`src/include/synth_settings.svh`:
```
`ifndef SYNTH_SETTINGS_SVH
`define SYNTH_SETTINGS_SVH

// Sequencer
`define SYNTH_STEP_BITS 5
`define SYNTH_DIVIDER_BITS 15

// Oscillators
`define SYNTH_OCT_BITS 4
`define SYNTH_WAVE_BITS 2
`define SYNTH_OSC_PERIOD_BITS 10
`define SYNTH_NUM_OSCS 2

// Configuration words
`define SYNTH_NUM_FILTER_MODS 3
`define SYNTH_CFG_ADDR_BITS 3

// Filter state, wave bits plus least shift plus 15 guard bits
`define SYNTH_LEAST_SHR 3
`define SYNTH_FSTATE_BITS 20
`define SYNTH_SHIFTER_BITS 17
`define SYNTH_DITHER_BITS 15

`define SYNTH_LEVEL_BITS 8

`endif
```
`src/hdl/synth_pkg.sv`:
```
`include "synth_settings.svh"

package synth_pkg;

	// Filter schedule within one 32-cycle frame
	typedef enum logic [`SYNTH_STEP_BITS-1:0] {
		STEP_VOL0     = 5'd0, // Differs from STEP_VOL1 in bit 0 only
		STEP_VOL1     = 5'd1,
		STEP_DAMP     = 5'd2,
		STEP_CUTOFF_Y = 5'd3,
		STEP_CUTOFF_V = 5'd4,
		STEP_OUTPUT   = 5'd31
	} step_e;

	typedef enum logic [1:0] {
		TARGET_Y    = 2'd0,
		TARGET_V    = 2'd1,
		TARGET_NONE = 2'd2
	} target_e;

	typedef struct packed {
		step_e step;
		logic  frame_end; // Last cycle of the frame
	} seq_t;

	typedef struct packed {
		logic [`SYNTH_OSC_PERIOD_BITS-2:0] period; // Leading one is implied
		logic [`SYNTH_OCT_BITS-1:0]        octave;
	} osc_cfg_t;

	typedef struct packed {
		osc_cfg_t [`SYNTH_NUM_OSCS-1:0] osc;
		logic [`SYNTH_OCT_BITS-1:0]     cutoff_shr;
		logic [`SYNTH_OCT_BITS-1:0]     damp_shr;
		logic [`SYNTH_OCT_BITS-1:0]     vol_shr;
	} voice_cfg_t;

	typedef struct packed {
		logic [7:0]                      data;
		logic [`SYNTH_CFG_ADDR_BITS-1:0] addr;
		logic                            hi;     // Selects bits 15:8 of the word
		logic                            strobe; // Asynchronous, written on rising edge
	} cfg_write_t;

endpackage

```
`src/hdl/synth_top.sv`:
```
`timescale 1ns/1ps
`include "synth_settings.svh"

module synth_top (
	input  logic                          clk,
	input  logic                          reset,
	input  synth_pkg::cfg_write_t         cfg_in,
	output logic [`SYNTH_LEVEL_BITS-1:0]  level,
	output logic                          pwm
);

	synth_pkg::seq_t                  seq;
	logic [15:0]                      oct_enables;
	logic [`SYNTH_SHIFTER_BITS-1:0]   dither;
	synth_pkg::voice_cfg_t            voice;
	logic [`SYNTH_WAVE_BITS-1:0]      saw;
	logic [`SYNTH_FSTATE_BITS-1:0]    next_state;

	// Control
	// ==============================
	synth_sequencer i_sequencer (
		.clk         (clk),
		.reset       (reset),
		.seq         (seq),
		.oct_enables (oct_enables),
		.dither      (dither)
	);

	synth_cfg_regs i_cfg_regs (
		.clk    (clk),
		.reset  (reset),
		.cfg_in (cfg_in),
		.voice  (voice)
	);

	// Datapath
	// ==============================
	saw_osc_bank i_osc_bank (
		.clk         (clk),
		.reset       (reset),
		.seq         (seq),
		.oct_enables (oct_enables),
		.osc         (voice.osc),
		.saw         (saw)
	);

	svf_datapath i_svf (
		.clk        (clk),
		.reset      (reset),
		.seq        (seq),
		.voice      (voice),
		.saw        (saw),
		.dither     (dither),
		.level      (level),
		.next_state (next_state)
	);

	pwm_dac i_pwm (
		.clk        (clk),
		.reset      (reset),
		.seq        (seq),
		.next_state (next_state),
		.pwm        (pwm)
	);

endmodule

```
`src/hdl/pwm_dac.sv`:
```
`timescale 1ns/1ps
`include "synth_settings.svh"

module pwm_dac (
	input  logic                            clk,
	input  logic                            reset,
	input  synth_pkg::seq_t                 seq,
	input  logic [`SYNTH_FSTATE_BITS-1:0]   next_state,
	output logic                            pwm
);

	localparam int FS  = `SYNTH_FSTATE_BITS;
	localparam int CNT = `SYNTH_STEP_BITS;

	logic [CNT-1:0] pwm_cnt;

	assign pwm = (pwm_cnt != '0);

	always_ff @(posedge clk) begin
		if (reset)
			pwm_cnt <= '0;
		else if (seq.frame_end)
			pwm_cnt <= {~next_state[FS-1], next_state[FS-2 -: CNT-1]}; // Dithered y
		else
			pwm_cnt <= pwm_cnt - CNT'(pwm); // Stops at zero
	end

endmodule

```
`src/hdl/svf_datapath.sv`:
```
`timescale 1ns/1ps
`include "synth_settings.svh"

module svf_datapath (
	input  logic                              clk,
	input  logic                              reset,
	input  synth_pkg::seq_t                   seq,
	input  synth_pkg::voice_cfg_t             voice,
	input  logic [`SYNTH_WAVE_BITS-1:0]       saw,
	input  logic [`SYNTH_SHIFTER_BITS-1:0]    dither,
	output logic [`SYNTH_LEVEL_BITS-1:0]      level,
	output logic [`SYNTH_FSTATE_BITS-1:0]     next_state
);

	localparam int FS       = `SYNTH_FSTATE_BITS;
	localparam int SH       = `SYNTH_SHIFTER_BITS;
	localparam int WAVE     = `SYNTH_WAVE_BITS;
	localparam int LSHR     = `SYNTH_LEAST_SHR;
	localparam int LVL      = `SYNTH_LEVEL_BITS;
	localparam int FEED_SHL = SH - WAVE;

	logic signed [FS-1:0]        y;
	logic signed [FS-1:0]        v;
	logic signed [FS-1:0]        a_src;
	logic signed [FS-1:0]        b_src;
	logic [SH-1:0]               shifter_src;
	logic [`SYNTH_OCT_BITS-1:0]  nf;
	synth_pkg::target_e          target;
	logic [FS-1:0]               sum;
	logic                        sat_max;
	logic                        sat_min;

	// Operand select per step
	// ==============================
	always_comb begin
		case (seq.step)
			synth_pkg::STEP_VOL0, synth_pkg::STEP_VOL1: begin
				target      = synth_pkg::TARGET_V;
				a_src       = v;
				// Centered saw keeps the filter away from one-sided saturation
				shifter_src = {~saw[WAVE-1], saw[WAVE-2:0], 1'b1, {(FEED_SHL-1){1'b0}}};
				nf          = voice.vol_shr;
			end
			synth_pkg::STEP_DAMP: begin
				target      = synth_pkg::TARGET_V;
				a_src       = v;
				shifter_src = ~v[FS-1:LSHR]; // Approximate negation
				nf          = voice.damp_shr;
			end
			synth_pkg::STEP_CUTOFF_Y: begin
				target      = synth_pkg::TARGET_Y;
				a_src       = y;
				shifter_src = v[FS-1:LSHR];
				nf          = voice.cutoff_shr;
			end
			synth_pkg::STEP_CUTOFF_V: begin
				target      = synth_pkg::TARGET_V;
				a_src       = v;
				shifter_src = ~y[FS-1:LSHR];
				nf          = voice.cutoff_shr;
			end
			synth_pkg::STEP_OUTPUT: begin
				target      = synth_pkg::TARGET_NONE; // Adder reused for PWM dither
				a_src       = y;
				shifter_src = dither;
				nf          = '0;
			end
			default: begin
				target      = synth_pkg::TARGET_NONE;
				a_src       = y;
				shifter_src = '0;
				nf          = '0;
			end
		endcase
	end

	// Shift and saturating add
	// ==============================
	assign b_src   = $signed({{LSHR{shifter_src[SH-1]}}, shifter_src}) >>> nf;
	assign sum     = a_src + b_src;
	assign sat_max = ~a_src[FS-1] & ~b_src[FS-1] &  sum[FS-1];
	assign sat_min =  a_src[FS-1] &  b_src[FS-1] & ~sum[FS-1];

	always_comb begin
		if (sat_max)
			next_state = {1'b0, {(FS-1){1'b1}}};
		else if (sat_min)
			next_state = {1'b1, {(FS-1){1'b0}}};
		else
			next_state = sum;
	end

	always_ff @(posedge clk) begin
		if (reset) begin
			y <= '0;
			v <= '0;
		end else begin
			if (target == synth_pkg::TARGET_Y)
				y <= next_state;
			if (target == synth_pkg::TARGET_V)
				v <= next_state;
		end
	end

	// Offset binary output
	assign level = {~y[FS-1], y[FS-2 -: LVL-1]};

endmodule

```
`src/hdl/saw_osc_bank.sv`:
```
`timescale 1ns/1ps
`include "synth_settings.svh"

module saw_osc_bank (
	input  logic                                       clk,
	input  logic                                       reset,
	input  synth_pkg::seq_t                            seq,
	input  logic [15:0]                                oct_enables,
	input  synth_pkg::osc_cfg_t [`SYNTH_NUM_OSCS-1:0]  osc,
	output logic [`SYNTH_WAVE_BITS-1:0]                saw
);

	localparam int NUM_OSCS = `SYNTH_NUM_OSCS;
	localparam int IDX_BITS = $clog2(`SYNTH_NUM_OSCS);
	localparam int CNT_BITS = `SYNTH_OSC_PERIOD_BITS;
	localparam int WAVE     = `SYNTH_WAVE_BITS;
	localparam int OCTS     = 1 << `SYNTH_OCT_BITS;

	logic [`SYNTH_STEP_BITS-1:0] step_num;
	logic [IDX_BITS-1:0]         idx;
	logic                        update;
	logic [OCTS-1:0]             saw_oct_enables;
	logic                        en;
	logic                        trigger;
	logic [CNT_BITS-1:0]         curr_cnt;
	logic [CNT_BITS-1:0]         reload;
	logic [CNT_BITS-1:0]         delta;
	logic [CNT_BITS-1:0]         next_cnt;
	logic [CNT_BITS-1:0]         cnt     [NUM_OSCS];
	logic [WAVE-1:0]             saw_reg [NUM_OSCS];

	// Oscillator i is served at step i
	assign step_num = seq.step;
	assign idx      = step_num[IDX_BITS-1:0];
	assign update   = (step_num < NUM_OSCS);

	// Top octave is never enabled
	assign saw_oct_enables = {1'b0, oct_enables[OCTS-2:0]};
	assign en              = update & saw_oct_enables[osc[idx].octave];

	// Shared trigger and reload counter
	// ==============================
	assign curr_cnt = cnt[idx];
	assign trigger  = en & ~|curr_cnt[CNT_BITS-1:WAVE]; // Next step of 4 would wrap
	assign reload   = {1'b1, osc[idx].period};
	assign delta    = (trigger ? reload : '0) - CNT_BITS'(1 << WAVE);
	assign next_cnt = curr_cnt + delta;

	assign saw = saw_reg[idx]; // Value before this step's update

	// Per-oscillator state
	// ==============================
	always_ff @(posedge clk) begin
		if (reset) begin
			for (int i = 0; i < NUM_OSCS; i++) begin
				cnt[i]     <= '0;
				saw_reg[i] <= '0;
			end
		end else begin
			for (int i = 0; i < NUM_OSCS; i++) begin
				if (en && idx == i) begin
					cnt[i]     <= next_cnt;
					saw_reg[i] <= saw_reg[i] + WAVE'(trigger);
				end
			end
		end
	end

endmodule

```
`src/hdl/synth_cfg_regs.sv`:
```
`timescale 1ns/1ps
`include "synth_settings.svh"

module synth_cfg_regs (
	input  logic                    clk,
	input  logic                    reset,
	input  synth_pkg::cfg_write_t   cfg_in,
	output synth_pkg::voice_cfg_t   voice
);

	localparam int CFG_WORDS  = 1 << `SYNTH_CFG_ADDR_BITS;
	localparam int NUM_OSCS   = `SYNTH_NUM_OSCS;
	localparam int NUM_MODS   = `SYNTH_NUM_FILTER_MODS;
	localparam int OCT_BITS   = `SYNTH_OCT_BITS;
	localparam int PER_BITS   = `SYNTH_OSC_PERIOD_BITS - 1;
	localparam int SHR_LSB    = 5; // Shift amount sits in bits 8:5 of a filter word
	localparam int CUTOFF_IDX = 0;
	localparam int DAMP_IDX   = 1;
	localparam int VOL_IDX    = 2;

	logic [1:0]  strobe_sync;
	logic        prev_strobe;
	logic        strobed;
	logic [15:0] words [CFG_WORDS];
	logic [OCT_BITS-1:0] shr [NUM_MODS];

	// Strobe synchronizer and edge detect
	// ==============================
	always_ff @(posedge clk) begin
		if (reset) begin
			strobe_sync <= '0;
			prev_strobe <= 1'b0;
		end else begin
			strobe_sync <= {strobe_sync[0], cfg_in.strobe};
			prev_strobe <= strobe_sync[1];
		end
	end

	assign strobed = strobe_sync[1] & ~prev_strobe; // One write per strobe

	// Configuration words
	// ==============================
	always_ff @(posedge clk) begin
		if (reset) begin
			for (int i = 0; i < CFG_WORDS; i++)
				words[i] <= '1; // Octave 15 keeps both oscillators silent
		end else if (strobed) begin
			if (cfg_in.hi)
				words[cfg_in.addr][15:8] <= cfg_in.data;
			else
				words[cfg_in.addr][7:0] <= cfg_in.data;
		end
	end

	// Field extraction
	always_comb begin
		for (int i = 0; i < NUM_OSCS; i++) begin
			voice.osc[i].period = words[i][PER_BITS-1:0];
			voice.osc[i].octave = words[i][PER_BITS +: OCT_BITS];
		end
		for (int m = 0; m < NUM_MODS; m++)
			shr[m] = words[NUM_OSCS+m][SHR_LSB +: OCT_BITS]; // Filter words follow the oscillators
		voice.cutoff_shr = shr[CUTOFF_IDX];
		voice.damp_shr   = shr[DAMP_IDX];
		voice.vol_shr    = shr[VOL_IDX];
	end

endmodule

```
`src/hdl/synth_sequencer.sv`:
```
`timescale 1ns/1ps
`include "synth_settings.svh"

module synth_sequencer (
	input  logic                            clk,
	input  logic                            reset,
	output synth_pkg::seq_t                 seq,
	output logic [15:0]                     oct_enables,
	output logic [`SYNTH_SHIFTER_BITS-1:0]  dither
);

	localparam int STEP_BITS = `SYNTH_STEP_BITS;
	localparam int DIV_BITS  = `SYNTH_DIVIDER_BITS;
	localparam int DIT_BITS  = `SYNTH_DITHER_BITS;
	localparam int SH_BITS   = `SYNTH_SHIFTER_BITS;

	logic [STEP_BITS-1:0] step_cnt;
	logic [DIV_BITS-1:0]  oct_cnt;
	logic [DIV_BITS-1:0]  next_oct_cnt;
	logic                 frame_end;

	// Step counter and octave divider
	// ==============================
	assign frame_end    = (step_cnt == '1);
	assign next_oct_cnt = oct_cnt + 1'b1;

	always_ff @(posedge clk) begin
		if (reset) begin
			step_cnt <= '0;
			oct_cnt  <= '0;
		end else begin
			step_cnt <= step_cnt + 1'b1; // Wraps every 32 cycles
			if (frame_end)
				oct_cnt <= next_oct_cnt;
		end
	end

	assign seq.step      = synth_pkg::step_e'(step_cnt);
	assign seq.frame_end = frame_end;

	// Octave k runs at half the rate of octave k-1
	assign oct_enables[0]          = 1'b1;
	assign oct_enables[DIV_BITS:1] = next_oct_cnt & ~oct_cnt; // Bits that carry into one

	// Dither word
	// ==============================
	always_comb begin
		dither[SH_BITS-1:DIT_BITS] = {(SH_BITS-DIT_BITS){oct_cnt[DIT_BITS-1]}}; // Sign extend
		for (int i = 0; i < DIT_BITS; i++)
			dither[i] = oct_cnt[DIT_BITS-1-i]; // Bit reversed divider
	end

endmodule

```
`config.mk`:
```
export PLATFORM = sky130hd
export DESIGN_NAME = synth_top
export DESIGN_NICKNAME = d
export VERILOG_FILES = /design/src/hdl/synth_pkg.sv /design/src/hdl/synth_top.sv /design/src/hdl/pwm_dac.sv /design/src/hdl/svf_datapath.sv /design/src/hdl/saw_osc_bank.sv /design/src/hdl/synth_cfg_regs.sv /design/src/hdl/synth_sequencer.sv
export VERILOG_INCLUDE_DIRS = /design/src /design/src/include
export SDC_FILE = /design/constraint.sdc
export NUM_CORES = 1
export LEC_CHECK = 0
export BUFFER_PORTS_ARGS = -buffer_cell sky130_fd_sc_hd__buf_2
export CORE_ASPECT_RATIO = 0.8
export CORE_MARGIN = 2
export CORE_UTILIZATION = 25
export DETAILED_ROUTE_END_ITERATION = 8
export PLACE_DENSITY = 0.35
export SLEW_MARGIN = 20
export SYNTH_ARGS = -nofsm -noshare
export SYNTH_HDL_FRONTEND = slang
export SYNTH_HIERARCHICAL = 1
export SYNTH_SLANG_ARGS = --single-unit
```
`constraint.sdc`:
```
create_clock -name clk -period 8.63 [get_ports clk]
set_input_delay 2.589 -clock clk [delete_from_list [all_inputs] [get_ports clk]]
set_output_delay 2.589 -clock clk [all_outputs]
set_load 0.02 [all_outputs]
```
==> results.cfg <==
[status]
status = finished, final reports clean

[run]
cap_violations = 0

[power_and_ir_drop]
leakagePower_nw = 3.83
power_density_nw_per_um2 = 279
ir_worst_vdd_mv = 0.132
p_total_mw = 2.86

[synthesis]
yosys_warnings = 6
syn-num-nets = 1069
syn_area_per_cell_um2 = 9.35
netlist_area_um2 = 9290
syn_inst = 993

[critical_path]
reg2regPathDepth = 20
start_kind = flop
ff2ff_setup_slack_ps = 2000
worstPathCellList = or4b_1, nor2_8, a221o_1, mux2i_1, inv_1, mux2i_1, mux2i_1, a21o_1, ha_1, nand3_1, o211ai_1, nor3_1, a21oi_1, o221ai_1, nor2_2, a21oi_1, inv_1, inv_1, a21oi_1, o21a_1
crit_required_ps = 9010
startpoint = i_sequencer/step_cnt[1]
arrival_ps = 7010
cpMaxStageDelayCell = or4b_1
slowest_delay_ps = 840
end_kind = flop
worstSetupPathType = reg -> reg
r2r-start = i_sequencer/step_cnt[1]
rr_endpoint = i_pwm/pwm_cnt[3]
path_max_fanout = 22
cp.buffers_inverters = 3
cp_top_family = compound AO/OA/AOI/OAI gates

[routing]
vias = 7134
routedWlPerCell_um = 17.8
drc = 0
wirelength_mm = 26.2
first_iter_violations = 421
viasPerCell = 4.84
final_antenna_net_count = 0
first_pass_iters = 5

[place]
place_area_um2 = 9680
place.detailed.hpwl_mm = 19.1
gp_congestion = 0.791
io_buffer_count = 23

[die]
rows = 63
dieHeight_um = 176
die_x_um = 219
num_io_pins = 24
core_um2 = 36800
start_util_pct = 25.2
floorplan.die_area_um2 = 38700

[sta]
period_share_pct = 76.8
timing.fmax_ghz = 0.151
layout_min_cycle_time_ps = 6630
rsz0062_at_grt = no
slew_viol_final = 0
setup_violations = 0
fin_skew_ps = 15.5
whs_ps = 462
hold_viol_final = 0
slew_headroom_pct = 31.2
tns_ps = 0
worstMarginPinSlew_ps = 1030

[clocking]
root_buffer = clkbuf_16
ctsLongestPathBuffers = 2
cts-resized-gates = 0
htreeDepth = 4
post_cts_buffers = 0
cts_tree = yes
postCtsHoldBufs = 0
clock_sinks = 130
numCtsBuffers = 17
clock_latency_ps = 430
cts.clk_slew.worst_paths_ps = 70

[finish]
areaGrowthSynthToFinish_pct = 10.2
multi_input_area_um2 = 5420
final_common_cell = a21oi_1
largest_reg_flops = 38
antenna_cells = 0
final.fill_count = 3894
nNetsFinal = 1050
final_cell_mix = a21oi_1 (82), nor2_1 (73), dfxtp_1 (67)
seq_area_um2 = 3230
drive_gt1_share_pct = 12.9
final_area_um2 = 10200
top_register = i_cfg_regs/words

[grt]
grt_pass1_vias = 6980
grt_max_degree = 64
grt_first_pass_wirelength_mm = 41.6
overflow = 0
track_usage_pct = 14.1
antenna_found_initial = 0

[hold_path]
hold_class = reg -> reg
min-delay-start = i_cfg_regs/strobe_sync[0]
hold_end = i_cfg_regs/strobe_sync[1]
timing.hold.worst_path_depth = 1
report_power, final:
part           leakage, nW  switching [mW]  total [mW]  internal (mW)
registers             1.10          0.0721       0.795          0.723
logic                 2.47           0.831        1.37          0.537
clock network        0.265           0.317       0.694          0.377
total                 3.83            1.22        2.86           1.64
metal layers:
layer / part of all wire, % / GRT usage, % / up-vias
met5: 0 / 0 / -
met4: 0.67 / 3.29 / 0
met3: 2.6 / 2.15 / 11
met2: 41 / 20.4 / 121
met1: 55 / 21.6 / 3395
li1: - / - / 3607
how the worst max path moves through the flow:
stage / end / cells after the start
2_1_floorplan: i_pwm/pwm_cnt[0] / 26
3_3_place_gp: i_pwm/pwm_cnt[3] / 22
3_5_place_dp: i_pwm/pwm_cnt[3] / 20
4_1_cts: i_pwm/pwm_cnt[3] / 20
5_1_grt: i_pwm/pwm_cnt[3] / 20
6_report: i_pwm/pwm_cnt[3] / 20
layout make-up:
class                           instances  share of cell area (%)
Clock buffer                           18                    4.20
Clock inverter                         14                    1.20
Inverter                               59                    2.16
Multi-Input combinational cell        731                    52.9
Sequential cell                       130                    31.5
Tap cell                              487                    5.96
Timing Repair Buffer                   35                    2.01
metrics by stage:
step	std cells	utilization, %	worst slack (ps)
detailed placement	1442	26.3	2040
finish	1474	27.8	2000
CTS	1474	27.8	2000
global route	1474	27.8	1350
global placement	1442	26.3	2020
floorplan	993	-	3690
worst register-to-register path, cell delays in order, from the launching register on:
cell and delay [ps]:
dfxtp_1 530, or4b_1 840, nor2_8 230, a221o_1 770, mux2i_1 380, inv_1 70, mux2i_1 320, mux2i_1 170
a21o_1 210, ha_1 370, nand3_1 170, o211ai_1 320, nor3_1 100, a21oi_1 450, o221ai_1 200, nor2_2 800
a21oi_1 260, inv_1 110, inv_1 40, a21oi_1 110, o21a_1 130
Note: power is estimated with default switching activity, not from simulation.
